[src/source/rename_pkg.sv]
// rename package: logical register count, instruction kinds, request and pass-along structs
package rename_pkg;

    // architectural register file size, r0 is hardwired to physical tag 0
    parameter int num_lregs = 32;

    typedef logic [4:0] lreg_t;

    // branch, load and store each take a map checkpoint
    typedef enum logic [1:0] {
        kind_alu    = 2'd0,
        kind_branch = 2'd1,
        kind_load   = 2'd2,
        kind_store  = 2'd3
    } inst_kind_e;

    // one decoded instruction as delivered by the decoder
    typedef struct packed {
        inst_kind_e  kind;
        lreg_t       lrd;
        lreg_t       lrj;
        lreg_t       lrk;
        logic [31:0] pc;
        logic [31:0] imm;
    } rename_req_t;

    // payload that rides along with the renamed tags
    typedef struct packed {
        inst_kind_e  kind;
        logic [31:0] pc;
        logic [31:0] imm;
    } pass_t;

    function automatic logic needs_checkpoint(inst_kind_e kind);
        return kind != kind_alu;
    endfunction

endpackage

[src/source/free_list.sv]
// free_list: physical tag bitmap with lowest/highest pick, retire release and snapshot load
`timescale 1ns/10ps

module free_list #(
    parameter int log_pregs = 6
) (
    input  logic                   clk,
    input  logic                   rstn,
    input  logic                   alloc0,
    input  logic                   alloc1,
    input  logic                   release0_v,
    input  logic                   release1_v,
    input  logic [log_pregs-1:0]   release0,
    input  logic [log_pregs-1:0]   release1,
    input  logic                   load_en,
    input  logic [2**log_pregs-1:0] load_bits,
    input  logic [log_pregs:0]     load_count,
    output logic [log_pregs-1:0]   pick0,
    output logic [log_pregs-1:0]   pick1,
    output logic [2**log_pregs-1:0] bits,
    output logic [log_pregs:0]     count
);
    import rename_pkg::*;

    localparam int num_tags = 2**log_pregs;

    logic [num_tags-1:0] bits_nxt;
    logic [log_pregs:0]  count_nxt;

    // slot 0 takes the lowest free tag, slot 1 the highest
    always_comb begin
        pick0 = '0;
        pick1 = '0;
        for (int i = num_tags - 1; i >= 0; i--) begin
            if (bits[i]) pick0 = log_pregs'(i);
        end
        for (int i = 0; i < num_tags; i++) begin
            if (bits[i]) pick1 = log_pregs'(i);
        end
    end

    // releases and picks never touch the same tag, order does not matter
    always_comb begin
        bits_nxt = bits;
        if (release0_v) bits_nxt[release0] = 1'b1;
        if (release1_v) bits_nxt[release1] = 1'b1;
        if (alloc0) bits_nxt[pick0] = 1'b0;
        if (alloc1) bits_nxt[pick1] = 1'b0;
        count_nxt = count + release0_v + release1_v - alloc0 - alloc1;
    end

    always_ff @(posedge clk) begin
        if (!rstn) begin
            for (int i = 0; i < num_tags; i++) begin
                bits[i] <= (i >= num_lregs);
            end
            count <= (log_pregs + 1)'(num_tags - num_lregs);
        end else if (load_en) begin
            // restore overrides any release in the same cycle
            bits  <= load_bits;
            count <= load_count;
        end else begin
            bits  <= bits_nxt;
            count <= count_nxt;
        end
    end

    assert property (@(posedge clk) disable iff (!rstn) count <= num_tags);

    // acceptance upstream must hold off allocation while the list is empty
    assert property (@(posedge clk) disable iff (!rstn) (alloc0 || alloc1) |-> (|bits));

endmodule

[src/source/map_table.sv]
// map_table: speculative logical-to-physical map with slot forwarding and snapshot load
`timescale 1ns/10ps

module map_table #(
    parameter int log_pregs = 6
) (
    input  logic                    clk,
    input  logic                    rstn,
    input  rename_pkg::lreg_t       lrd0,
    input  rename_pkg::lreg_t       lrj0,
    input  rename_pkg::lreg_t       lrk0,
    input  rename_pkg::lreg_t       lrd1,
    input  rename_pkg::lreg_t       lrj1,
    input  rename_pkg::lreg_t       lrk1,
    input  logic                    wr0,
    input  logic                    wr1,
    input  logic [log_pregs-1:0]    new0,
    input  logic [log_pregs-1:0]    new1,
    input  logic                    load_en,
    input  logic [rename_pkg::num_lregs*log_pregs-1:0] load_map,
    output logic [log_pregs-1:0]    prj0,
    output logic [log_pregs-1:0]    prk0,
    output logic [log_pregs-1:0]    prr0,
    output logic [log_pregs-1:0]    prj1,
    output logic [log_pregs-1:0]    prk1,
    output logic [log_pregs-1:0]    prr1,
    output logic [rename_pkg::num_lregs*log_pregs-1:0] map_flat
);
    import rename_pkg::*;

    logic [num_lregs-1:0][log_pregs-1:0] map;

    assign map_flat = map;

    // slot 0 reads the map as it stands
    assign prj0 = map[lrj0];
    assign prk0 = map[lrk0];
    assign prr0 = map[lrd0];

    // slot 1 sees slot 0's new destination, wr0 is already low for r0
    assign prj1 = (wr0 && lrj1 == lrd0) ? new0 : map[lrj1];
    assign prk1 = (wr0 && lrk1 == lrd0) ? new0 : map[lrk1];
    // same lrd in both slots frees slot 0's fresh tag at slot 1's retirement
    assign prr1 = (wr0 && lrd1 == lrd0) ? new0 : map[lrd1];

    always_ff @(posedge clk) begin
        if (!rstn) begin
            for (int i = 0; i < num_lregs; i++) begin
                map[i] <= log_pregs'(i);
            end
        end else if (load_en) begin
            map <= load_map;
        end else begin
            if (wr0) map[lrd0] <= new0;
            // slot 1 is younger and wins on a shared lrd
            if (wr1) map[lrd1] <= new1;
        end
    end

    // r0 stays on tag 0 through renames and restores
    assert property (@(posedge clk) disable iff (!rstn) map[0] == '0);

endmodule

[src/source/checkpoint_store.sv]
// checkpoint_store: ring of map and free-list snapshots with free count and restore read-out
`timescale 1ns/10ps

module checkpoint_store #(
    parameter int log_pregs       = 6,
    parameter int log_checkpoints = 2
) (
    input  logic                         clk,
    input  logic                         rstn,
    input  logic                         take,
    input  logic [rename_pkg::num_lregs*log_pregs-1:0] snap_map,
    input  logic [2**log_pregs-1:0]      snap_bits,
    input  logic [log_pregs:0]           snap_count,
    input  logic                         rel0,
    input  logic                         rel1,
    input  logic                         restore_en,
    input  logic [log_checkpoints-1:0]   restore_idx,
    output logic [rename_pkg::num_lregs*log_pregs-1:0] restore_map,
    output logic [2**log_pregs-1:0]      restore_bits,
    output logic [log_pregs:0]           restore_count,
    output logic [log_checkpoints-1:0]   index,
    output logic                         any_free
);
    import rename_pkg::*;

    localparam int num_ckpts = 2**log_checkpoints;

    logic [num_lregs*log_pregs-1:0] map_mem   [num_ckpts];
    logic [2**log_pregs-1:0]        bits_mem  [num_ckpts];
    logic [log_pregs:0]             count_mem [num_ckpts];
    logic [log_checkpoints:0]       free_ckpts;

    assign any_free = free_ckpts != '0;

    assign restore_map   = map_mem[restore_idx];
    assign restore_bits  = bits_mem[restore_idx];
    assign restore_count = count_mem[restore_idx];

    // snapshot storage
    always_ff @(posedge clk) begin
        if (take) begin
            map_mem[index]   <= snap_map;
            bits_mem[index]  <= snap_bits;
            count_mem[index] <= snap_count;
        end
    end

    // a restore discards every younger checkpoint, so the ring starts over
    always_ff @(posedge clk) begin
        if (!rstn || restore_en) begin
            free_ckpts <= (log_checkpoints + 1)'(num_ckpts);
            index      <= '0;
        end else begin
            free_ckpts <= free_ckpts + rel0 + rel1 - take;
            if (take) index <= index + 1'b1;
        end
    end

    assert property (@(posedge clk) disable iff (!rstn) take |-> any_free);

    assert property (@(posedge clk) disable iff (!rstn) free_ckpts <= num_ckpts);

endmodule

[src/source/rename_stage.sv]
// rename_stage: acceptance control, output registers and the free list, map and checkpoint blocks
`timescale 1ns/10ps

module rename_stage #(
    parameter int log_pregs       = 6,
    parameter int log_checkpoints = 2
) (
    input  logic                       clk,
    input  logic                       rstn,
    input  logic                       stall,
    input  rename_pkg::rename_req_t    req0,
    input  rename_pkg::rename_req_t    req1,
    input  logic                       restore_en,
    input  logic [log_checkpoints-1:0] restore_checkpoint,
    input  logic [log_pregs-1:0]       rt0_prr,
    input  logic                       rt0_prr_v,
    input  logic [log_pregs-1:0]       rt1_prr,
    input  logic                       rt1_prr_v,
    input  logic                       rt0_release_checkpoint,
    input  logic                       rt1_release_checkpoint,
    output logic [1:0]                 num_read,
    output logic                       inst0_valid,
    output logic [log_pregs-1:0]       prd0,
    output logic                       prd0_v,
    output logic [log_pregs-1:0]       prj0,
    output logic                       prj0_v,
    output logic [log_pregs-1:0]       prk0,
    output logic                       prk0_v,
    output logic [log_pregs-1:0]       prr0,
    output logic                       prr0_v,
    output logic [log_checkpoints-1:0] checkpoint0,
    output rename_pkg::pass_t          pass0,
    output logic                       inst1_valid,
    output logic [log_pregs-1:0]       prd1,
    output logic                       prd1_v,
    output logic [log_pregs-1:0]       prj1,
    output logic                       prj1_v,
    output logic [log_pregs-1:0]       prk1,
    output logic                       prk1_v,
    output logic [log_pregs-1:0]       prr1,
    output logic                       prr1_v,
    output logic [log_checkpoints-1:0] checkpoint1,
    output rename_pkg::pass_t          pass1
);
    import rename_pkg::*;

    logic                       ck0;
    logic                       ck1;
    logic                       acc0;
    logic                       acc1;
    logic                       wr0;
    logic                       wr1;
    logic                       take;
    logic [log_pregs-1:0]       pick0;
    logic [log_pregs-1:0]       pick1;
    logic [2**log_pregs-1:0]    fl_bits;
    logic [log_pregs:0]         fl_count;
    logic [num_lregs*log_pregs-1:0] map_flat;
    logic [log_pregs-1:0]       map_prj0;
    logic [log_pregs-1:0]       map_prk0;
    logic [log_pregs-1:0]       map_prr0;
    logic [log_pregs-1:0]       map_prj1;
    logic [log_pregs-1:0]       map_prk1;
    logic [log_pregs-1:0]       map_prr1;
    logic [num_lregs*log_pregs-1:0] rs_map;
    logic [2**log_pregs-1:0]    rs_bits;
    logic [log_pregs:0]         rs_count;
    logic [log_checkpoints-1:0] ck_index;
    logic                       ck_any_free;

    assign ck0 = needs_checkpoint(req0.kind);
    assign ck1 = needs_checkpoint(req1.kind);

    // nothing is taken in a restore cycle
    assign acc0 = !stall && !restore_en && fl_count >= 1 && (!(ck0 || ck1) || ck_any_free);
    // slot 1 only follows an accepted slot 0, so 2'b10 never occurs
    assign acc1 = acc0 && fl_count >= 2 && !ck0;
    assign num_read = {acc1, acc0};

    assign wr0  = acc0 && req0.lrd != '0;
    assign wr1  = acc1 && req1.lrd != '0;
    assign take = (acc0 && ck0) || (acc1 && ck1);

    free_list #(.log_pregs(log_pregs)) free_list_inst (
        .clk(clk), .rstn(rstn),
        .alloc0(wr0), .alloc1(wr1),
        .release0_v(rt0_prr_v), .release1_v(rt1_prr_v),
        .release0(rt0_prr), .release1(rt1_prr),
        .load_en(restore_en), .load_bits(rs_bits), .load_count(rs_count),
        .pick0(pick0), .pick1(pick1), .bits(fl_bits), .count(fl_count)
    );

    map_table #(.log_pregs(log_pregs)) map_table_inst (
        .clk(clk), .rstn(rstn),
        .lrd0(req0.lrd), .lrj0(req0.lrj), .lrk0(req0.lrk),
        .lrd1(req1.lrd), .lrj1(req1.lrj), .lrk1(req1.lrk),
        .wr0(wr0), .wr1(wr1), .new0(pick0), .new1(pick1),
        .load_en(restore_en), .load_map(rs_map),
        .prj0(map_prj0), .prk0(map_prk0), .prr0(map_prr0),
        .prj1(map_prj1), .prk1(map_prk1), .prr1(map_prr1),
        .map_flat(map_flat)
    );

    // snapshot is the state before the pair is applied
    checkpoint_store #(
        .log_pregs(log_pregs),
        .log_checkpoints(log_checkpoints)
    ) checkpoint_store_inst (
        .clk(clk), .rstn(rstn), .take(take),
        .snap_map(map_flat), .snap_bits(fl_bits), .snap_count(fl_count),
        .rel0(rt0_release_checkpoint), .rel1(rt1_release_checkpoint),
        .restore_en(restore_en), .restore_idx(restore_checkpoint),
        .restore_map(rs_map), .restore_bits(rs_bits), .restore_count(rs_count),
        .index(ck_index), .any_free(ck_any_free)
    );

    // control outputs
    always_ff @(posedge clk) begin
        if (!rstn) begin
            inst0_valid <= 1'b0;
            inst1_valid <= 1'b0;
            {prd0_v, prj0_v, prk0_v, prr0_v} <= '0;
            {prd1_v, prj1_v, prk1_v, prr1_v} <= '0;
        end else begin
            inst0_valid <= acc0;
            inst1_valid <= acc1;
            prd0_v <= wr0;
            prr0_v <= wr0;
            prj0_v <= acc0 && req0.lrj != '0;
            prk0_v <= acc0 && req0.lrk != '0;
            prd1_v <= wr1;
            prr1_v <= wr1;
            prj1_v <= acc1 && req1.lrj != '0;
            prk1_v <= acc1 && req1.lrk != '0;
        end
    end

    // tags and payload
    always_ff @(posedge clk) begin
        prd0 <= pick0;
        prj0 <= map_prj0;
        prk0 <= map_prk0;
        prr0 <= map_prr0;
        prd1 <= pick1;
        prj1 <= map_prj1;
        prk1 <= map_prk1;
        prr1 <= map_prr1;
        checkpoint0 <= ck_index;
        checkpoint1 <= ck_index;
        pass0 <= '{kind: req0.kind, pc: req0.pc, imm: req0.imm};
        pass1 <= '{kind: req1.kind, pc: req1.pc, imm: req1.imm};
    end

endmodule

[src/source/rename_top.sv]
// rename_top: top level of the rename stage, sets tag and checkpoint widths
`timescale 1ns/10ps

module rename_top #(
    parameter int log_pregs       = 6,
    parameter int log_checkpoints = 2
) (
    input  logic                       clk,
    input  logic                       rstn,
    input  logic                       stall,
    input  rename_pkg::rename_req_t    req0,
    input  rename_pkg::rename_req_t    req1,
    input  logic                       restore_en,
    input  logic [log_checkpoints-1:0] restore_checkpoint,
    input  logic [log_pregs-1:0]       rt0_prr,
    input  logic                       rt0_prr_v,
    input  logic [log_pregs-1:0]       rt1_prr,
    input  logic                       rt1_prr_v,
    input  logic                       rt0_release_checkpoint,
    input  logic                       rt1_release_checkpoint,
    output logic [1:0]                 num_read,
    output logic                       inst0_valid,
    output logic [log_pregs-1:0]       prd0,
    output logic                       prd0_v,
    output logic [log_pregs-1:0]       prj0,
    output logic                       prj0_v,
    output logic [log_pregs-1:0]       prk0,
    output logic                       prk0_v,
    output logic [log_pregs-1:0]       prr0,
    output logic                       prr0_v,
    output logic [log_checkpoints-1:0] checkpoint0,
    output rename_pkg::pass_t          pass0,
    output logic                       inst1_valid,
    output logic [log_pregs-1:0]       prd1,
    output logic                       prd1_v,
    output logic [log_pregs-1:0]       prj1,
    output logic                       prj1_v,
    output logic [log_pregs-1:0]       prk1,
    output logic                       prk1_v,
    output logic [log_pregs-1:0]       prr1,
    output logic                       prr1_v,
    output logic [log_checkpoints-1:0] checkpoint1,
    output rename_pkg::pass_t          pass1
);

    // 64 physical tags, 4 checkpoints by default
    rename_stage #(
        .log_pregs(log_pregs),
        .log_checkpoints(log_checkpoints)
    ) rename_stage_inst (.*);

endmodule

[config.mk]
export PLATFORM = sky130hd
export DESIGN_NAME = rename_top
export DESIGN_NICKNAME = d
export VERILOG_FILES = /design/src/source/rename_pkg.sv /design/src/source/free_list.sv /design/src/source/map_table.sv /design/src/source/checkpoint_store.sv /design/src/source/rename_stage.sv /design/src/source/rename_top.sv
export SDC_FILE = /design/constraint.sdc
export NUM_CORES = 2
export LEC_CHECK = 0
export BUFFER_PORTS_ARGS = -buffer_cell sky130_fd_sc_hd__buf_2
export CORE_ASPECT_RATIO = 0.75
export CORE_MARGIN = 5
export CORE_UTILIZATION = 50
export DETAILED_ROUTE_END_ITERATION = 7
export GPL_TIMING_DRIVEN = 0
export PLACE_DENSITY = 0.75
export SETUP_SLACK_MARGIN = 0.1
export SLEW_MARGIN = 20
export SYNTH_ARGS = -nofsm -noshare
export SYNTH_HDL_FRONTEND = slang
export SYNTH_SLANG_ARGS = --single-unit
[constraint.sdc]
create_clock -name clk -period 15 [get_ports clk]
set_input_delay 2.25 -clock clk [delete_from_list [all_inputs] [get_ports clk]]
set_output_delay 2.25 -clock clk [all_outputs]
set_load 0.1 [all_outputs]
==> impl_metrics.py <==
metrics = {
    "final_layout": {
        "area_growth_pct": 14.3,
        "multi_input_area_um2": 26000,
        "final_util_pct": 57.6,
        "final_area_um2": 78300,
        "drive_gt1_share_pct": 27.6,
        "fill_cells": 10400,
        "nets": 5362,
        "instances_no_fill": 7075,
        "ff_latch_area_um2": 40800,
    },
    "setup_path": {
        "slowest_stage": "or4_4",
        "worstPathMaxFanout": 10,
        "arrival_ns": 4.66,
        "crit_buf_inv": 4,
        "r2r_setup_slack_ns": 9.06,
        "r2r-end": "rename_stage_inst.free_list_inst.count[5]",
        "worstPathCellList": "buf_2, or4_4, a211oi_4, o21ai_2, buf_6, nor2_1, buf_4, buf_2",
        "reg2reg_depth": 19,
        "worst_ep_required_time_ns": 12.75,
        "critPathMaxStageDelay_ns": 0.56,
        "cp_top_family": "simple AND/OR/NAND/NOR gates",
        "cpMostUsedCell": "buf_2",
        "crit-reg2reg-launch": "rename_stage_inst.free_list_inst.count[2]",
        "critical_path_class": "in -> out",
        "crit_path_start_kind": "input port",
        "cp-end-kind": "primary output",
    },
    "sta": {
        "final_hold_viol_count": 0,
        "skew_ns": 0.0380,
        "period_share_pct": 46.1,
        "max_freq_mhz": 145,
        "setup_violations": 0,
        "grt_setup_unrepaired": "false",
        "timing.final.crit_period_ns": 6.91,
        "worst_pin_slew_ns": 1.31,
        "drv_slew": 0,
        "relSlewSlack_pct": 12.6,
    },
    "floorplanning": {
        "die_h_um": 331,
        "dieArea_um2": 145000,
        "std_cell_rows": 117,
        "start_util_pct": 50.4,
        "ios": 380,
        "fp.dieW_um": 438,
        "core_um2": 136000,
    },
    "cts": {
        "post_cts_buffers": 0,
        "clk_pin_slew_ns": 0.06,
        "cts_sinks": 1510,
        "insertion_delay_ns": 0.81,
        "cts_buffer_depth": 3,
        "cts_hold_buf": 0,
        "htreeDepth": 4,
        "cts-resized-gates": 0,
        "root_buffer": "clkbuf_16",
        "cts-buffers-inserted": 145,
        "cts_tree": "built",
    },
    "logic_synthesis": {
        "ys.flop_type": "edfxtp_1",
        "synth_fa_ha_area_share_pct": 0.456,
        "avgSynthCellArea_um2": 14.8,
        "seq_area_frac_synth_pct": 59.5,
        "synth_fp_nets": 4827,
        "syn_inst": 4621,
        "synth-xor-area-share_pct": 0.281,
        "synth_edf_count": 1052,
        "synth_cell_type_count": 91,
        "syn_area_um2": 68600,
        "yosys.area_share.simple_pct": 6.37,
        "ys_warn_count": 0,
        "async_flop_share_pct": 0,
        "synthMuxAreaShare_pct": 21.9,
        "ys_ff_latch": 1510,
        "synth_top_family_by_area": "multiplexers",
        "synth_compound_area_share_pct": 8.77,
    },
    "drt": {
        "vias_per_cell": 7.24,
        "drcViolationCount": 8,
        "wirelength_um": 278000,
        "vias": 51200,
        "drt_iter0_drc": 9900,
        "ant_nets": 0,
        "dr.pass1.iters": 8,
        "wl_per_cell_um": 39.3,
    },
    "hold_path": {
        "holdPathEnd": "rename_stage_inst.checkpoint0[1]",
        "hp-class": "reg -> reg",
        "min_delay_path_depth": 0,
    },
    "place": {
        "port_buffers": 353,
        "placed_area_um2": 73400,
        "gp_congestion": 1.06,
        "dp.cells": 6792,
        "hpwlAfterDp_um": 199000,
    },
    "power": {
        "max-vdd-ir-drop_v": 0.000116,
        "leakage_nw": 26.1,
        "p_per_area_nw_per_um2": 130,
        "power_mw": 10.2,
    },
    "flow_run": {
        "cap_violations": 0,
    },
    "global_routing": {
        "antenna_found_initial": 10,
        "overflow": 0,
        "grt_max_degree": 49,
        "grtUsageTotal_pct": 37.6,
        "grt_pass1_vias": 47900,
        "grt_pass1_wl_um": 376000,
    },
    "status": {
        "status": "finished with violations",
        "violations": "DRC",
    },
}
-- synthesized netlist by cell type (15+ instances only) --
cell type | n | share of area, %
nand4_1 | 20 | 0.18
dfxtp_1 | 458 | 13
or3_1 | 20 | 0.18
a22oi_1 | 24 | 0.26
ha_1 | 17 | 0.31
mux2i_1 | 74 | 1.1
a21oi_1 | 285 | 2.1
clkbuf_1 | 255 | 1.4
nor3_1 | 105 | 0.77
mux4_2 | 611 | 20
edfxtp_1 | 1052 | 46
o31ai_1 | 41 | 0.45
o221ai_1 | 19 | 0.24
nand3_1 | 32 | 0.23
or4_1 | 16 | 0.18
mux2_2 | 43 | 0.71
nor2_1 | 265 | 1.5
nand2_1 | 310 | 1.7
o211ai_1 | 90 | 0.99
buf_2 | 49 | 0.36
o31a_1 | 16 | 0.20
o21ai_0 | 272 | 2.0
a22o_1 | 19 | 0.24
nor2b_1 | 16 | 0.15
inv_1 | 64 | 0.35
o22ai_1 | 56 | 0.51
o21ai_1 | 19 | 0.14
a211oi_1 | 34 | 0.37
xnor2_1 | 15 | 0.19
buf_1 | 61 | 0.33
nor4_1 | 23 | 0.21
-- state kept, by name, indices dropped and copies added (netlist names), 3 cells and up --
signal,flops
rename_stage_inst.checkpoint_store_inst.map_mem,768
rename_stage_inst.checkpoint_store_inst.bits_mem,256
rename_stage_inst.map_table_inst.map_flat,192
rename_stage_inst.pass0,66
rename_stage_inst.pass1,66
rename_stage_inst.free_list_inst.bits,64
rename_stage_inst.checkpoint_store_inst.count_mem,28
rename_stage_inst.free_list_inst.count,7
rename_stage_inst.prd0,6
rename_stage_inst.prd1,6
rename_stage_inst.prj0,6
rename_stage_inst.prj1,6
rename_stage_inst.prk0,6
rename_stage_inst.prk1,6
rename_stage_inst.prr0,6
rename_stage_inst.prr1,6
rename_stage_inst.checkpoint_store_inst.free_ckpts,3
-- cells in the final DEF, fill, tap and decap left out, types with 64 or more instances in the layout --
cell / n
edfxtp_1: 1052
mux4_2: 611
dfxtp_1: 458
buf_2: 417
nand2_1: 310
a21oi_1: 284
o21ai_0: 272
clkbuf_1: 268
nor2_1: 261
clkbuf_16: 151
nor3_1: 104
o211ai_1: 90
mux2i_1: 74
inv_1: 64
-- through the flow --
stage,setup TNS [ns],setup WS [ns],hold WS (ns)
2_1_floorplan,0,4.67,0.371
6_report,0,8.09,0.397
3_3_place_gp,-1111.07,-1.21,0.382
4_1_cts,0,8.15,0.401
5_1_grt,0,8.13,0.421
3_5_place_dp,0,7.93,0.392
-- cells by family after synthesis --
group	Yosys count
fa+ha+maj	22
flops	1510
simple gates	904
buf+inv	456
mux	731
xor+xnor	22
compound gates	976
-- power breakdown --
group	total, mW	switching, mW	internal, mW
clock	3.74	1.64	2.10
sequential	4.92	0.269	4.65
combinational	1.55	1.06	0.482
-- layer usage --
metal | global-route usage (%) | up-vias | part of all wire, %
met5 | 1.97 | - | 0.17
met4 | 17.7 | 16 | 5.8
met3 | 20.6 | 963 | 19
met2 | 48.8 | 4986 | 39
met1 | 51.1 | 25700 | 36
li1 | - | 19600 | -
-- worst max-delay path by stage --
stage	cells after the start	slack, ns	end	start
2_1_floorplan	6	4.67	flip-flop	req0[80]
3_3_place_gp	7	-1.21	flip-flop	req0[80]
3_5_place_dp	16	7.93	rename_stage_inst.free_list_inst.count[5]	req0[74]
4_1_cts	8	8.15	num_read[1]	req0[80]
5_1_grt	8	8.13	num_read[1]	req0[80]
6_report	8	8.09	num_read[1]	req0[80]
-- area by class of cell --
| cell class | count | area share (%) |
|---|---|---|
| tap | 1785 | 2.85 |
| sequential | 1510 | 52.0 |
| antenna | 11 | 0.0351 |
| inverter | 70 | 0.339 |
| clock buffer | 192 | 5.17 |
| multi-input combinational | 2655 | 33.2 |
| buffer | 386 | 2.13 |
| clock inverter | 78 | 1.00 |
| timing repair buffer | 388 | 3.26 |
No activity file was read; power rests on OpenSTA's default activity.
